===== src/verilog/line_ram.sv =====
// Storage array with one write port, asynchronous read and optional clear on reset
`default_nettype none
`timescale 1ns/100ps

module line_ram #(
   parameter int  depth          = 256,
   parameter type entry_t        = logic [15:0],
   parameter bit  clear_on_reset = 1'b0
) (
   input  wire                       clk,
   input  wire                       reset,
   input  wire [$clog2(depth)-1:0]   waddr,
   input  wire entry_t               wdata,
   input  wire                       we,
   input  wire [$clog2(depth)-1:0]   raddr,
   output entry_t                    rdata
);

   entry_t mem [depth];

   always_ff @(posedge clk) begin
      if (reset && clear_on_reset) begin
         // All entries back to zero so every tag reads invalid
         for (int i = 0; i < depth; i++) begin
            mem[i] <= '0;
         end
      end else if (we) begin
         mem[waddr] <= wdata;
      end
   end

   // Read is combinational from the address
   assign rdata = mem[raddr];

   // Controller must stay quiet while reset holds
   a_no_write_in_reset : assert property (@(posedge clk) reset |-> !we)
      else $error("line_ram written during reset");

endmodule

`default_nettype wire


===== config.mk =====
export PLATFORM = sky130hd
export DESIGN_NAME = line_ram
export DESIGN_NICKNAME = d
export VERILOG_FILES = /design/src/verilog/line_ram.sv
export SDC_FILE = /design/constraint.sdc
export NUM_CORES = 2
export LEC_CHECK = 0
export BUFFER_PORTS_ARGS = -buffer_cell sky130_fd_sc_hd__buf_4
export CORE_ASPECT_RATIO = 1.25
export CORE_MARGIN = 2
export CORE_UTILIZATION = 35
export DETAILED_ROUTE_END_ITERATION = 8
export SLEW_MARGIN = 20
export SYNTH_ARGS = -nofsm -noshare
export SYNTH_HDL_FRONTEND = slang
export SYNTH_SLANG_ARGS = --single-unit

===== constraint.sdc =====
create_clock -name clk -period 6.4 [get_ports clk]
set_input_delay 1.28 -clock clk [delete_from_list [all_inputs] [get_ports clk]]
set_output_delay 1.28 -clock clk [all_outputs]
set_load 0.01 [all_outputs]

== After elaboration in Yosys (flattened, before gate mapping) ==
Memory sizes are Yosys's and may differ from the RTL's.
Cells that the tools add are included.

* Register bits: 0
* RAM bits: 4096
* Input bits: 35
* Memories: 1

{| class="wikitable"
|+ Memories
! memory !! words !! bits a word !! read ports !! clocked after Yosys merged registers in !! wr ports !! line !! RTL
|-
| mem || 256 || 16 || 1 || 0 || 1 || 19 || <nowiki>entry_t mem [depth];</nowiki>
|}

* Mux-type cells: 2

{| class="wikitable"
|+ Operator list
! cell !! number
|-
| 2-to-1 mux 1 bit || 2
|}

== Depth between registers and ports, before layout ==
* Word-level depth: 2
* Mapped depth: 12
* Depth with buffers taken out: 6

== Worst setup path after synthesis ==
Ideal clock, no wire load.

* Path type: input to output
* Start point: input raddr[0]
* End point: output rdata[10] (netlist bit)
* Arrival time: 3298 ps
* Slack: 1822 ps
* Cell stages on the path: 8
* Path through: buf_6 buf_6 buf_2 mux4_2 mux4_2 a22o_1 o32ai_1 nor4_1

{| class="wikitable"
|+ RTL lines
! element !! line !! RTL
|-
| from (decl) || 15 || <nowiki>input wire [$clog2(depth)-1:0] raddr,</nowiki>
|-
| to (decl) || 16 || <nowiki>output entry_t rdata</nowiki>
|}

==> metrics.txt <==
Yosys reg bits a little over 4000; Detailed Place HPWL 254 mm; status complete, but fails checks; port bufs 49; Post-synth ARST share 0; Final min period approximately 6600 ps; Die X roughly 610 um; height of the die 756 um; worst hold slack about 800 ps; worst hold path depth 1; Initial Util 0.351; ys flop type edfxtp_1; placed instance area 0.169 mm^2; CTS Buffer Depth 4; die footprint about 0.46 mm^2; WP data arrival 5320 ps; layout cells sized above 1 0.266; Core Area about 0.45 mm^2; syn nets 7379; antenna-violating nets left 0; total power about 56 mW; I/O Pins a little over 50; Avg Cell Area, Syn about 22 um^2; Sink Count between 4000 and 5000; CTS tree done; setup tns final -263 ps; DRC Markers 0; RSZ-0062 raised after global routing false; top cells by area, synth edfxtp_1 78%, mux4_2 11%, mux2i_1 3.6%, o221ai_1 1.4%, nor2_1 0.72%; Iter 0 DRT Violations 8673; Top Registers mem (4096); share of Yosys cell area claimed by the top area cell type 0.777; # hold bufs at CTS 0; final worst setup slack -203 ps; EDFF count, synth around 4100; Final Slew Violations 0; worst vdd ir ~280 uV; Worst setup EP type output port; failing checks negative setup slack; synthesized instance count approximately 7300; Hold Crit Class input port to register; Biggest register mem; Lkg Pwr 57.1 nW; Routed WL per cell 29.3 um; Synth area leader edfxtp_1; Max Cap Violations 0; total global routing overflow 0; Power Density between 300 and 400 mW/mm^2; FILL cells 39200; Req. time, crit path between 5000 and 6000 ps; Routed WL between 400 and 500 mm; routability cong. about 0.93; Clock transition at path regs around 60 ps; Yosys Warn Count 0; Area growth syn-to-layout 15.0%; pin count of the biggest net entering global routing about 180; startpoint types input port; initial antenna violation count 23; destination of the worst hold path mem[31][4]; depth of the CTS H-tree 5; Setup Fix Bufs, Post-CTS 0; Slew HR 0.151; Hold Fails Final Rpt 0; root buffer cell clkbuf_16; vias in the first global route 78400; first-pass iteration count of the detailed router 5; critical path fanouts, max just over 70; gr usage total 0.178; most frequent cells in the layout 4096 x edfxtp_1, 797 x mux4_2, 565 x mux2i_1, 523 x buf_4, 393 x clkbuf_16; fin nets slightly below 8000; Period Utilization, post-route 1.03; hold wc startpoint wdata[4]; post-synthesis cell type count 51; most common cell after layout, fill and taps aside edfxtp_1; critical path class input port to output port; num rows 276; first-pass GRT wire length 588 mm; Post-Syn Area ~0.16 mm^2; Slew @ Worst Pin 1270 ps; TritonCTS buffer count 387; final instance area 0.182 mm^2; Avg Vias per Cell approximately 5.5; final setup fails 3; Max Fclk about 0.15 GHz; number of flip-flops in the largest register just over 4000; via count 77800; register area share after synthesis 0.777
-- synthesized netlist by cell type, drive strengths merged, types with 3 or more instances --
library cell,instances
nand2b,3
a221oi,28
o221ai,253
or2,5
a22o,32
a211oi,18
nor3,92
clkbuf,230
mux2,88
and3,11
a31oi,6
a21oi,175
inv,4
nor4,18
o31ai,16
buf,222
o32ai,21
nor2,304
mux4,797
nand4,26
nand4b,3
edfxtp,4096
mux2i,565
nor2b,9
a2111oi,6
a22oi,43
o22ai,148
nand2,38
o21ai,38
nand3,35
-- cells by family (layout without fill, tap and decap cells) --
family,count (synthesis),after routing,synth area share
flops,4096,4096,0.777
buf+inv,456,1321,0.0170
simple gates,556,556,0.0158
mux,1450,1450,0.155
compound gates,786,786,0.0354
other cells,0,13,0
-- layer usage --
layer,wire (um),vias to the layer above,GRT usage,part of all wire
li1,-,32300,-,-
met1,157000,41600,0.225,0.38
met2,207000,3091,0.301,0.50
met3,29900,712,0.0307,0.072
met4,21800,16,0.0821,0.052
met5,215,-,0,0.00052
-- what timing repair did --
| action | 4_1_cts | 5_1_grt |
|---|---|---|
| resized for setup | 2 | 4 |
| hold endpoints to repair | 0 | 0 |
| endpoints found under the setup margin | 2 | 3 |
-- metrics by stage --
step | setup WS [ps] | util | std cells
final | -203 | 0.404 | 14200
after global routing | 18.0 | 0.403 | 14200
after CTS | 16.2 | 0.403 | 14200
after detailed placement | -227 | 0.375 | 13500
after global placement | -460 | 0.375 | 13500
after floorplan | 1820 | - | 7344
-- power by group --
part	switching [mW]	total, mW	internal (mW)
Clock	9.95	23.2	13.2
Sequential	0.0125	29.6	29.6
Combinational	1.89	2.94	1.04
-- worst max path at each step --
stage / start / endpoint / slack (ps) / cells past startpoint
3_5_place_dp: raddr[0] / rdata[6] / -230 / 12
6_report: raddr[2] / rdata[2] / -200 / 10
2_1_floorplan: raddr[0] / rdata[10] / 1820 / 8
5_1_grt: raddr[0] / rdata[14] / 20 / 12
4_1_cts: raddr[0] / rdata[8] / 20 / 13
3_3_place_gp: raddr[0] / rdata[3] / -460 / 13
-- layout make-up --
cell class                 instances  area, um^2  share of cell area
tap                             5977        7480              0.0411
timing repair buffer             616        5690              0.0313
sequential                      4096      123000               0.675
inverter                           4        27.5            0.000151
multi-input combinational       2792       33200               0.182
clock inverter                   233        2560              0.0141
antenna                           13        32.5            0.000179
clock buffer                     468       10100              0.0555
-- critical path, stage by stage --
cell and delay, ps:
clkbuf_8 220, or2_4 550, buf_12 250, o221ai_1 310
a21oi_1 110, a21oi_1 810, nand4_1 250, nor4_2 870
buf_4 240, buf_4 110
Note: power is estimated with default switching activity, not from simulation.
