[config.mk]
export PLATFORM = sky130hd
export DESIGN_NAME = cache_ctrl
export DESIGN_NICKNAME = d
export VERILOG_FILES = /design/src/verilog/mem_system_pkg.sv /design/src/verilog/cache_ctrl.sv
export SDC_FILE = /design/constraint.sdc
export NUM_CORES = 1
export LEC_CHECK = 0
export BUFFER_PORTS_ARGS = -buffer_cell sky130_fd_sc_hd__buf_4
export CAP_MARGIN = 30
export CORE_MARGIN = 2
export CORE_UTILIZATION = 32
export CTS_BUF_LIST = sky130_fd_sc_hd__clkbuf_4 sky130_fd_sc_hd__clkbuf_8 sky130_fd_sc_hd__clkbuf_16
export CTS_CLUSTER_DIAMETER = 150
export DETAILED_ROUTE_END_ITERATION = 10
export PLACE_DENSITY_LB_ADDON = 0.3
export SYNTH_ARGS = -nofsm -noshare
export SYNTH_HDL_FRONTEND = slang
export SYNTH_SLANG_ARGS = --single-unit
[constraint.sdc]
create_clock -name clk -period 4.9 [get_ports clk]
set_clock_uncertainty 0.05 [all_clocks]
set_input_delay 0.735 -clock clk [delete_from_list [all_inputs] [get_ports clk]]
set_output_delay 0.735 -clock clk [all_outputs]
set_load 0.02 [all_outputs]
[src/verilog/mem_system_pkg.sv]
// Shared word, address, tag entry and memory request types and the subsystem constants
`default_nettype none

package mem_system_pkg;

   // One data word
   typedef logic [15:0] word_t;

   // Processor byte address split for the direct-mapped cache
   typedef struct packed {
      logic [4:0] tag;
      logic [7:0] index;
      // Bits 2:1 pick the word and bit 0 must stay zero
      logic [2:0] offset;
   } cache_addr_t;

   // Tag store entry, one per line
   typedef struct packed {
      logic       valid;
      logic       dirty;
      logic [4:0] tag;
   } tag_entry_t;

   // Request to the banked main memory
   typedef struct packed {
      logic       rd;
      logic       wr;
      // Word-aligned byte address
      logic [15:0] addr;
      word_t      data;
   } mem_req_t;

   // Cycles from an accepted memory read to its data on mem_rdata
   localparam int MEM_READ_LATENCY = 2;

   // Words in one cache line
   localparam int WORDS_PER_LINE = 4;

endpackage

`default_nettype wire
[src/verilog/cache_ctrl.sv]
// Cache controller FSM for tag lookup, dirty write-back, pipelined line fill and completion
`default_nettype none
`timescale 1ns/100ps

module cache_ctrl (
   input  wire                           clk,
   input  wire                           reset,
   // Processor side
   input  wire mem_system_pkg::cache_addr_t addr,
   input  wire mem_system_pkg::word_t    data_in,
   input  wire                           rd,
   input  wire                           wr,
   output mem_system_pkg::word_t         data_out,
   output logic                          done,
   output logic                          stall,
   output logic                          cache_hit,
   output logic                          err,
   // Tag store
   output logic [7:0]                    tag_index,
   output mem_system_pkg::tag_entry_t    tag_wdata,
   output logic                          tag_we,
   input  wire mem_system_pkg::tag_entry_t tag_rdata,
   // Data store
   output logic [9:0]                    data_addr,
   output mem_system_pkg::word_t         data_wdata,
   output logic                          data_we,
   input  wire mem_system_pkg::word_t    data_rdata,
   // Main memory
   output mem_system_pkg::mem_req_t      mem_req,
   input  wire mem_system_pkg::word_t    mem_rdata,
   input  wire                           mem_stall
);

   localparam int lat    = mem_system_pkg::MEM_READ_LATENCY;
   localparam int word_w = $clog2(mem_system_pkg::WORDS_PER_LINE);
   localparam logic [word_w-1:0] last_word = word_w'(mem_system_pkg::WORDS_PER_LINE - 1);

   typedef enum logic [2:0] {
      s_idle,
      s_compare,
      s_write_back,
      s_fill,
      s_finish
   } state_t;

   state_t                      state;
   state_t                      state_nxt;
   mem_system_pkg::cache_addr_t req_addr;
   mem_system_pkg::word_t       req_data;
   logic                        req_wr;
   logic [word_w-1:0]           issue_cnt;
   logic [word_w-1:0]           ret_cnt;
   logic                        fill_issued;
   logic [lat-1:0]              rd_inflight;
   logic                        err_q;
   logic                        hit;
   logic                        accept;
   logic                        bad_req;
   logic                        mem_accept;
   logic                        ret_valid;

   // Tag match on the registered request
   assign hit = tag_rdata.valid && (tag_rdata.tag == req_addr.tag);

   assign done      = ((state == s_compare) && hit) || (state == s_finish);
   assign cache_hit = (state == s_compare) && hit;
   // New request welcome in idle and in the done cycle
   assign stall     = !((state == s_idle) || done);
   assign err       = err_q;
   assign data_out  = data_rdata;

   assign accept  = !stall && (rd || wr);
   // Both strobes or an odd byte address
   assign bad_req = (rd && wr) || addr.offset[0];

   assign mem_accept = (mem_req.rd || mem_req.wr) && !mem_stall;
   // Oldest in-flight read lands on mem_rdata this cycle
   assign ret_valid  = rd_inflight[lat-1];

   // Request capture
   always_ff @(posedge clk) begin
      if (accept && !bad_req) begin
         req_addr <= addr;
         req_data <= data_in;
         req_wr   <= wr;
      end
   end

   always_ff @(posedge clk) begin
      if (reset) begin
         state       <= s_idle;
         issue_cnt   <= '0;
         ret_cnt     <= '0;
         fill_issued <= 1'b0;
         rd_inflight <= '0;
         err_q       <= 1'b0;
      end else begin
         state       <= state_nxt;
         err_q       <= accept && bad_req;
         rd_inflight <= (rd_inflight << 1) | lat'(mem_req.rd && !mem_stall);
         if (state == s_compare) begin
            issue_cnt   <= '0;
            ret_cnt     <= '0;
            fill_issued <= 1'b0;
         end
         // Wraps to word 0 after write-back so the fill starts at word 0
         if (mem_accept) begin
            issue_cnt <= issue_cnt + 1'b1;
            if ((state == s_fill) && (issue_cnt == last_word)) begin
               fill_issued <= 1'b1;
            end
         end
         if (ret_valid) begin
            ret_cnt <= ret_cnt + 1'b1;
         end
      end
   end

   // Next state
   always_comb begin
      state_nxt = state;
      case (state)
         s_idle: state_nxt = s_idle;
         s_compare: begin
            if (hit) begin
               state_nxt = s_idle;
            end else if (tag_rdata.valid && tag_rdata.dirty) begin
               state_nxt = s_write_back;
            end else begin
               state_nxt = s_fill;
            end
         end
         s_write_back: begin
            if (mem_accept && (issue_cnt == last_word)) begin
               state_nxt = s_fill;
            end
         end
         s_fill: begin
            // Last fill word arriving
            if (ret_valid && (ret_cnt == last_word)) begin
               state_nxt = s_finish;
            end
         end
         s_finish: state_nxt = s_idle;
         default:  state_nxt = s_idle;
      endcase
      // Back-to-back request out of a done cycle
      if (accept && !bad_req) begin
         state_nxt = s_compare;
      end
   end

   // Store and memory controls
   always_comb begin
      tag_index  = req_addr.index;
      tag_wdata  = '{valid: 1'b1, dirty: req_wr, tag: req_addr.tag};
      tag_we     = 1'b0;
      data_addr  = {req_addr.index, req_addr.offset[2:1]};
      data_wdata = req_data;
      data_we    = 1'b0;
      mem_req    = '0;
      case (state)
         s_compare: begin
            // Write hit updates the word and marks the line dirty
            if (hit && req_wr) begin
               tag_we  = 1'b1;
               data_we = 1'b1;
            end
         end
         s_write_back: begin
            // Old line goes out under its stored tag
            data_addr    = {req_addr.index, issue_cnt};
            mem_req.wr   = 1'b1;
            mem_req.addr = {tag_rdata.tag, req_addr.index, issue_cnt, 1'b0};
            mem_req.data = data_rdata;
         end
         s_fill: begin
            data_addr    = {req_addr.index, ret_cnt};
            data_wdata   = mem_rdata;
            data_we      = ret_valid;
            mem_req.rd   = !fill_issued;
            mem_req.addr = {req_addr.tag, req_addr.index, issue_cnt, 1'b0};
         end
         s_finish: begin
            // Write the new tag and merge the write word over the filled line
            tag_we  = 1'b1;
            data_we = req_wr;
         end
         default: begin
         end
      endcase
   end

   a_done_err_excl : assert property (@(posedge clk) disable iff (reset) !(done && err))
      else $error("done and err in the same cycle");

   // Every fill read has landed by the time the request completes
   a_no_read_at_done : assert property (@(posedge clk) disable iff (reset)
                                        done |-> (rd_inflight == '0))
      else $error("memory read still in flight at done");

endmodule

`default_nettype wire

# --- Word-level counts from Yosys, hierarchy flattened ---
# Index checks and enable logic that the tools add are counted.
op_classes:
  reduce_logical: 28
  add_sub_neg: 2
  n_eq_ne: 11
  n_mux: 21
  bitwise: 1
ops:
  columns: ["op", "count"]
  rows:
  - ["16-bit two-way mux", 2]
  - ["16-bit one-hot mux with 2 select lines", 1]
  - ["1-bit logical AND", 13]
  - ["3-bit one-hot mux with 3 select lines", 1]
  - ["1-bit two-way mux", 8]
  - ["2-bit two-way mux", 4]
  - ["3-bit by 2-bit == test with 1-bit output, second input constant", 2]
  - ["3-bit two-way mux", 2]
  - ["5-bit == test", 1]
  - ["1-bit logical OR", 5]
  - ["2-bit by 1-bit adder with 2-bit output, second input constant", 2]
  - ["2-bit == test, second input constant", 2]
  - ["1-bit logical NOT", 4]
  - ["2-bit one-hot mux with 2 select lines", 1]
  - ["2-bit AND reduction", 2]
  - ["2-bit nonzero test", 2]
  - ["3-bit by 1-bit == test with 1-bit output, second input constant", 1]
  - ["3-bit == test, second input constant", 1]
  - ["3-bit logical NOT", 1]
  - ["3-bit by 2-bit != test with 1-bit output, second input constant", 1]
  - ["3-bit != test, second input constant", 1]
  - ["1-bit one-hot mux with 3 select lines", 1]
  - ["2-bit by 1-bit != test with 1-bit output, second input constant", 1]
  - ["2-bit != test, second input constant", 1]
  - ["other kinds (3)", 3]
totals:
  regBits: 44
  input_bits: 76

# --- Longest topological paths before layout ---
depth:
  word_depth: 9
  depth_mapped: 6
  mapped_depth_nobuf: 5

# --- Worst setup path after synthesis ---
# OpenSTA, ideal clock, no wires.
synth_path:
  path_type: "input to register"
  startpoint: "input tag_rdata[4] (netlist bit)"
  endpoint: "register req_addr[1] (netlist bit) (enable)"
  t_arrival_ns: 3.693
  setup_slack_ns: 0.695
  path_stages: 4
  path_cell_list: "xnor2_1 -> nand4_1 -> o22a_1 -> nor3_1"
synth_via:
  elab_chain_len: 7
synth_rtl:
  columns: ["item", "line_no", "text"]
  rows:
  - ["start, declared", "cache_ctrl.sv:22", "input wire mem_system_pkg::tag_entry_t tag_rdata,"]
  - ["5-bit == test", "cache_ctrl.sv:63", "assign hit = tag_rdata.valid && (tag_rdata.tag == req_addr.tag);"]
  - ["1-bit logical AND", "cache_ctrl.sv:63", null]
  - ["1-bit logical AND", "cache_ctrl.sv:65", "assign done = ((state == s_compare) && hit) || (state == s_finish);"]
  - ["1-bit logical OR", "cache_ctrl.sv:65", null]
  - ["1-bit logical OR", "cache_ctrl.sv:68", "assign stall = !((state == s_idle) || done);"]
  - ["1-bit logical AND", "cache_ctrl.sv:72", "assign accept = !stall && (rd || wr);"]
  - ["1-bit logical AND", "cache_ctrl.sv:82", "if (accept && !bad_req) begin"]
  - ["end signal, assigned", "cache_ctrl.sv:83", "req_addr <= addr;"]
  - ["end, declared", "cache_ctrl.sv:48", "mem_system_pkg::cache_addr_t req_addr;"]
# No other way between the ends.
# A chain may end at the register's enable or synchronous reset.

# --- Worst setup path after layout ---
layout_path:
  startpoint: "register state[0]"
  endpoint: "output data_we"
layout_via:
  elab_chain_len: 2
layout_rtl:
  columns: ["item", "line_no", "text"]
  rows:
  - ["start, declared", "cache_ctrl.sv:46", "state_t state;"]
  - ["start signal, assigned", "cache_ctrl.sv:91", "state <= s_idle;"]
  - ["start signal, assigned", "cache_ctrl.sv:98", "state <= state_nxt;"]
  - ["3-bit == test (tied with other cells)", "cache_ctrl.sv:162", "case (state)"]
  - ["1-bit one-hot mux with 3 select lines (*)", "cache_ctrl.sv:162", null]
  - ["end, declared", "cache_ctrl.sv:26", "output logic data_we,"]
# Mark *: on every way between the ends. The rest lies on a longest branch, timed or not.

==> metrics.txt <==
fin crit share 65.36%; Hold Fails Final Rpt 0; P_int 0.0008297 W; PwrDens 332.7 nW/µm²; Mapped Area 2407 µm²; f_max 312.2 MHz; GRT overflow 0; Crit. End Element output port; worst path bufs/invs 1; ANT cells 0; Setup violations, final 0; Max clock buf depth 2; Largest stage delay, worst path 0.79 ns; first-pass GRT wire length 9.501 mm; Flop pwr share 38.4%; hold buffer count at CTS 0; antenna viol nets, final 0; worst slew pin tran 0.8170 ns; WL final 6.089 mm; Die Area 8233 µm²; H-tree Lvls 2; DR pass1 iterations 4; row count 31; Comb power frac 34.1%; R2R Path End req_data[2]; Clock Sinks 43; CP startpoint state[0]; pre-CTS WS 1.820 ns; R2R Path Start state[0]; clock share of power 27.5%; RSZ-0062 raised after global routing false; r2r worst-path depth 5; Mapped Cells 214; largest delay contributor family on the critical path flip-flops; crit start category register; post_cts resized 0; vias per cell 4.483; placed wire-length estimate 4.825 mm; GRT Util Overall 14.49%; Remaining DRCs 0; Synth Warn # 0; worst vdd ir 174.0 µV; Die H 90.74 µm; initial antenna violation count 0; area delta synth->final 49.74%; Clock Tree Root clkbuf_8; Data arrival, critical path 2.42 ns; DR WL/cell 13.74 µm; TritonCTS Buffers 5; largest net degree at the start of global routing 25; Final #Nets 421; vias in the first global route 1,938; Reg clk slew, reported paths 0.08 ns; synth cell count leaders buf_4 (41), edfxtp_1 (32), and2_1 (26), mux2_2 (17), nor2_1 (12); CP endpoint data_we; Net Count, Synth 292; Top FF cell, synth edfxtp_1; HP Class reg2reg; RePlAce Congestion 0.7949; Final WS setup 1.697 ns; CTS tree done; crit path max fanout 18; Post-synth EDFFs 32; DRT iter0 DRCs 43; syn_area_per_cell 11.25 µm²; Critical Path Stages 5; Leakage 1.616 nW; Post-CTS Setup Inserts 0; post-synthesis sequential area ratio 49.06%; share of flip-flops with an asynchronous set or reset 0%; Yosys top cell area share 39.92%; R2R setup slack 1.82 ns; CP required 4.12 ns; share of cells above drive strength 1 58.43%; critical setup path kind reg2out; Die X 90.74 µm; Final Slew Violations 0; Yosys top cell by area edfxtp_1; outcome completed; worst-path cell chain nor3b_1 -> nand3_1 -> o21ai_0 -> a32o_1 -> buf_4; fillers 660; Unique masters post-synth 40; Yosys reg bits 43; ranking of synthesized cells by area edfxtp_1 (40%), buf_4 (13%), dfxtp_1 (9.1%); most instantiated library cell after synthesis buf_4; later-pin clock latency in the skew report 0.29 ns; core footprint 7253 µm²; Starting Density 33.19%; max-cap violations 0; vias post-DR 1,986; Rel. slew slack 45.42%; port buffer count 170; slowest CP cell dfxtp_1; Sw Ratio 30.82%; Fin Setup TNS 0 ns; Final Critical Period 3.203 ns; net switching power 0.0003696 W; # IOs 173
-- metal layers --
metal  GRT usage (%)  routed length [µm]
met2           26.06                3104
met4           5.128                 105
met5               0                   0
met1           16.42                2234
met3           3.840                 645
-- stage by stage --
step / utilization [%] / std cells / area, µm² / total power, W / hold slack (ns)
finish: 49.70 / 443 / 3605 / 0.001199 / 0.3969
detailed placement: 47.82 / 435 / 3468 / 0.0008826 / 0.3787
CTS: 49.70 / 443 / 3605 / 0.001217 / 0.4031
global route: 49.70 / 443 / 3605 / 0.001262 / 0.4350
floorplan: - / 214 / 2407 / 0.0007273 / 0.3638
global placement: 47.82 / 435 / 3468 / 0.0008759 / 0.3659
-- how the worst min path moves through the flow --
stage	endpoint	depth (start not counted)	slack, ns	startpoint
6_report	rd_inflight[1]	1	0.40	rd_inflight[0]
5_1_grt	rd_inflight[1]	1	0.43	rd_inflight[0]
4_1_cts	rd_inflight[1]	1	0.40	rd_inflight[0]
3_5_place_dp	rd_inflight[1]	1	0.38	rd_inflight[0]
3_3_place_gp	rd_inflight[1]	1	0.37	rd_inflight[0]
2_1_floorplan	rd_inflight[1]	1	0.36	rd_inflight[0]
-- power groups by stage --
stage                     Combinational [W]  Clock [W]  Sequential (W)
after floorplan                    0.000276          0        0.000451
after global placement             0.000408          0        0.000467
after detailed placement           0.000414          0        0.000468
after CTS                          0.000415   0.000341        0.000461
after global routing               0.000439   0.000357        0.000466
final                              0.000409   0.000329        0.000460
-- area by class of cell --
type | count | area [µm²] | area share (%)
timing repair buffer | 171 | 1284 | 35.61
sequential | 43 | 1181 | 32.77
multi-input combinational | 122 | 879.6 | 24.40
tap | 99 | 123.9 | 3.436
clock buffer | 6 | 76.32 | 2.117
clock inverter | 2 | 60.06 | 1.666
-- sequential cells by signal (all words and copies together) (netlist names) --
register	cells
tag_wdata	5
tag_index	8
rd_inflight	2
req_addr	2
err	1
issue_cnt	2
ret_cnt	2
state	3
fill_issued	1
req_data	16
req_wr	1
-- cell families after synthesis --
logic type	count (synthesis)	synth area share, %
AO/OA/AOI/OAI	19	5.821
XOR/XNOR	6	2.183
adder cells (fa/ha/maj)	2	1.039
buffers and inverters	49	14.61
flip-flops	43	49.06
multiplexers	25	11.28
other	2	0.3120
AND/OR/NAND/NOR	68	15.70
-- cell usage in the layout, fill, tap and decap left out, types with 2 or more instances in the layout --
cell,Yosys,final
nor2_1,12,12
bufinv_16,0,2
a211oi_1,2,2
ha_1,2,2
nor2b_1,2,2
edfxtp_1,32,32
nand4_1,2,2
nor3b_1,2,2
nor3_1,4,3
clkbuf_8,0,5
dfxtp_1,11,11
buf_4,41,171
mux2i_1,8,8
and2_1,26,26
conb_1,2,2
xnor2_1,6,6
mux2_2,17,17
nor3_2,1,2
nand2_1,9,9
nor4_1,2,2
o21ai_0,5,5
a21oi_1,3,3
Power figures use the tool's default switching activity.
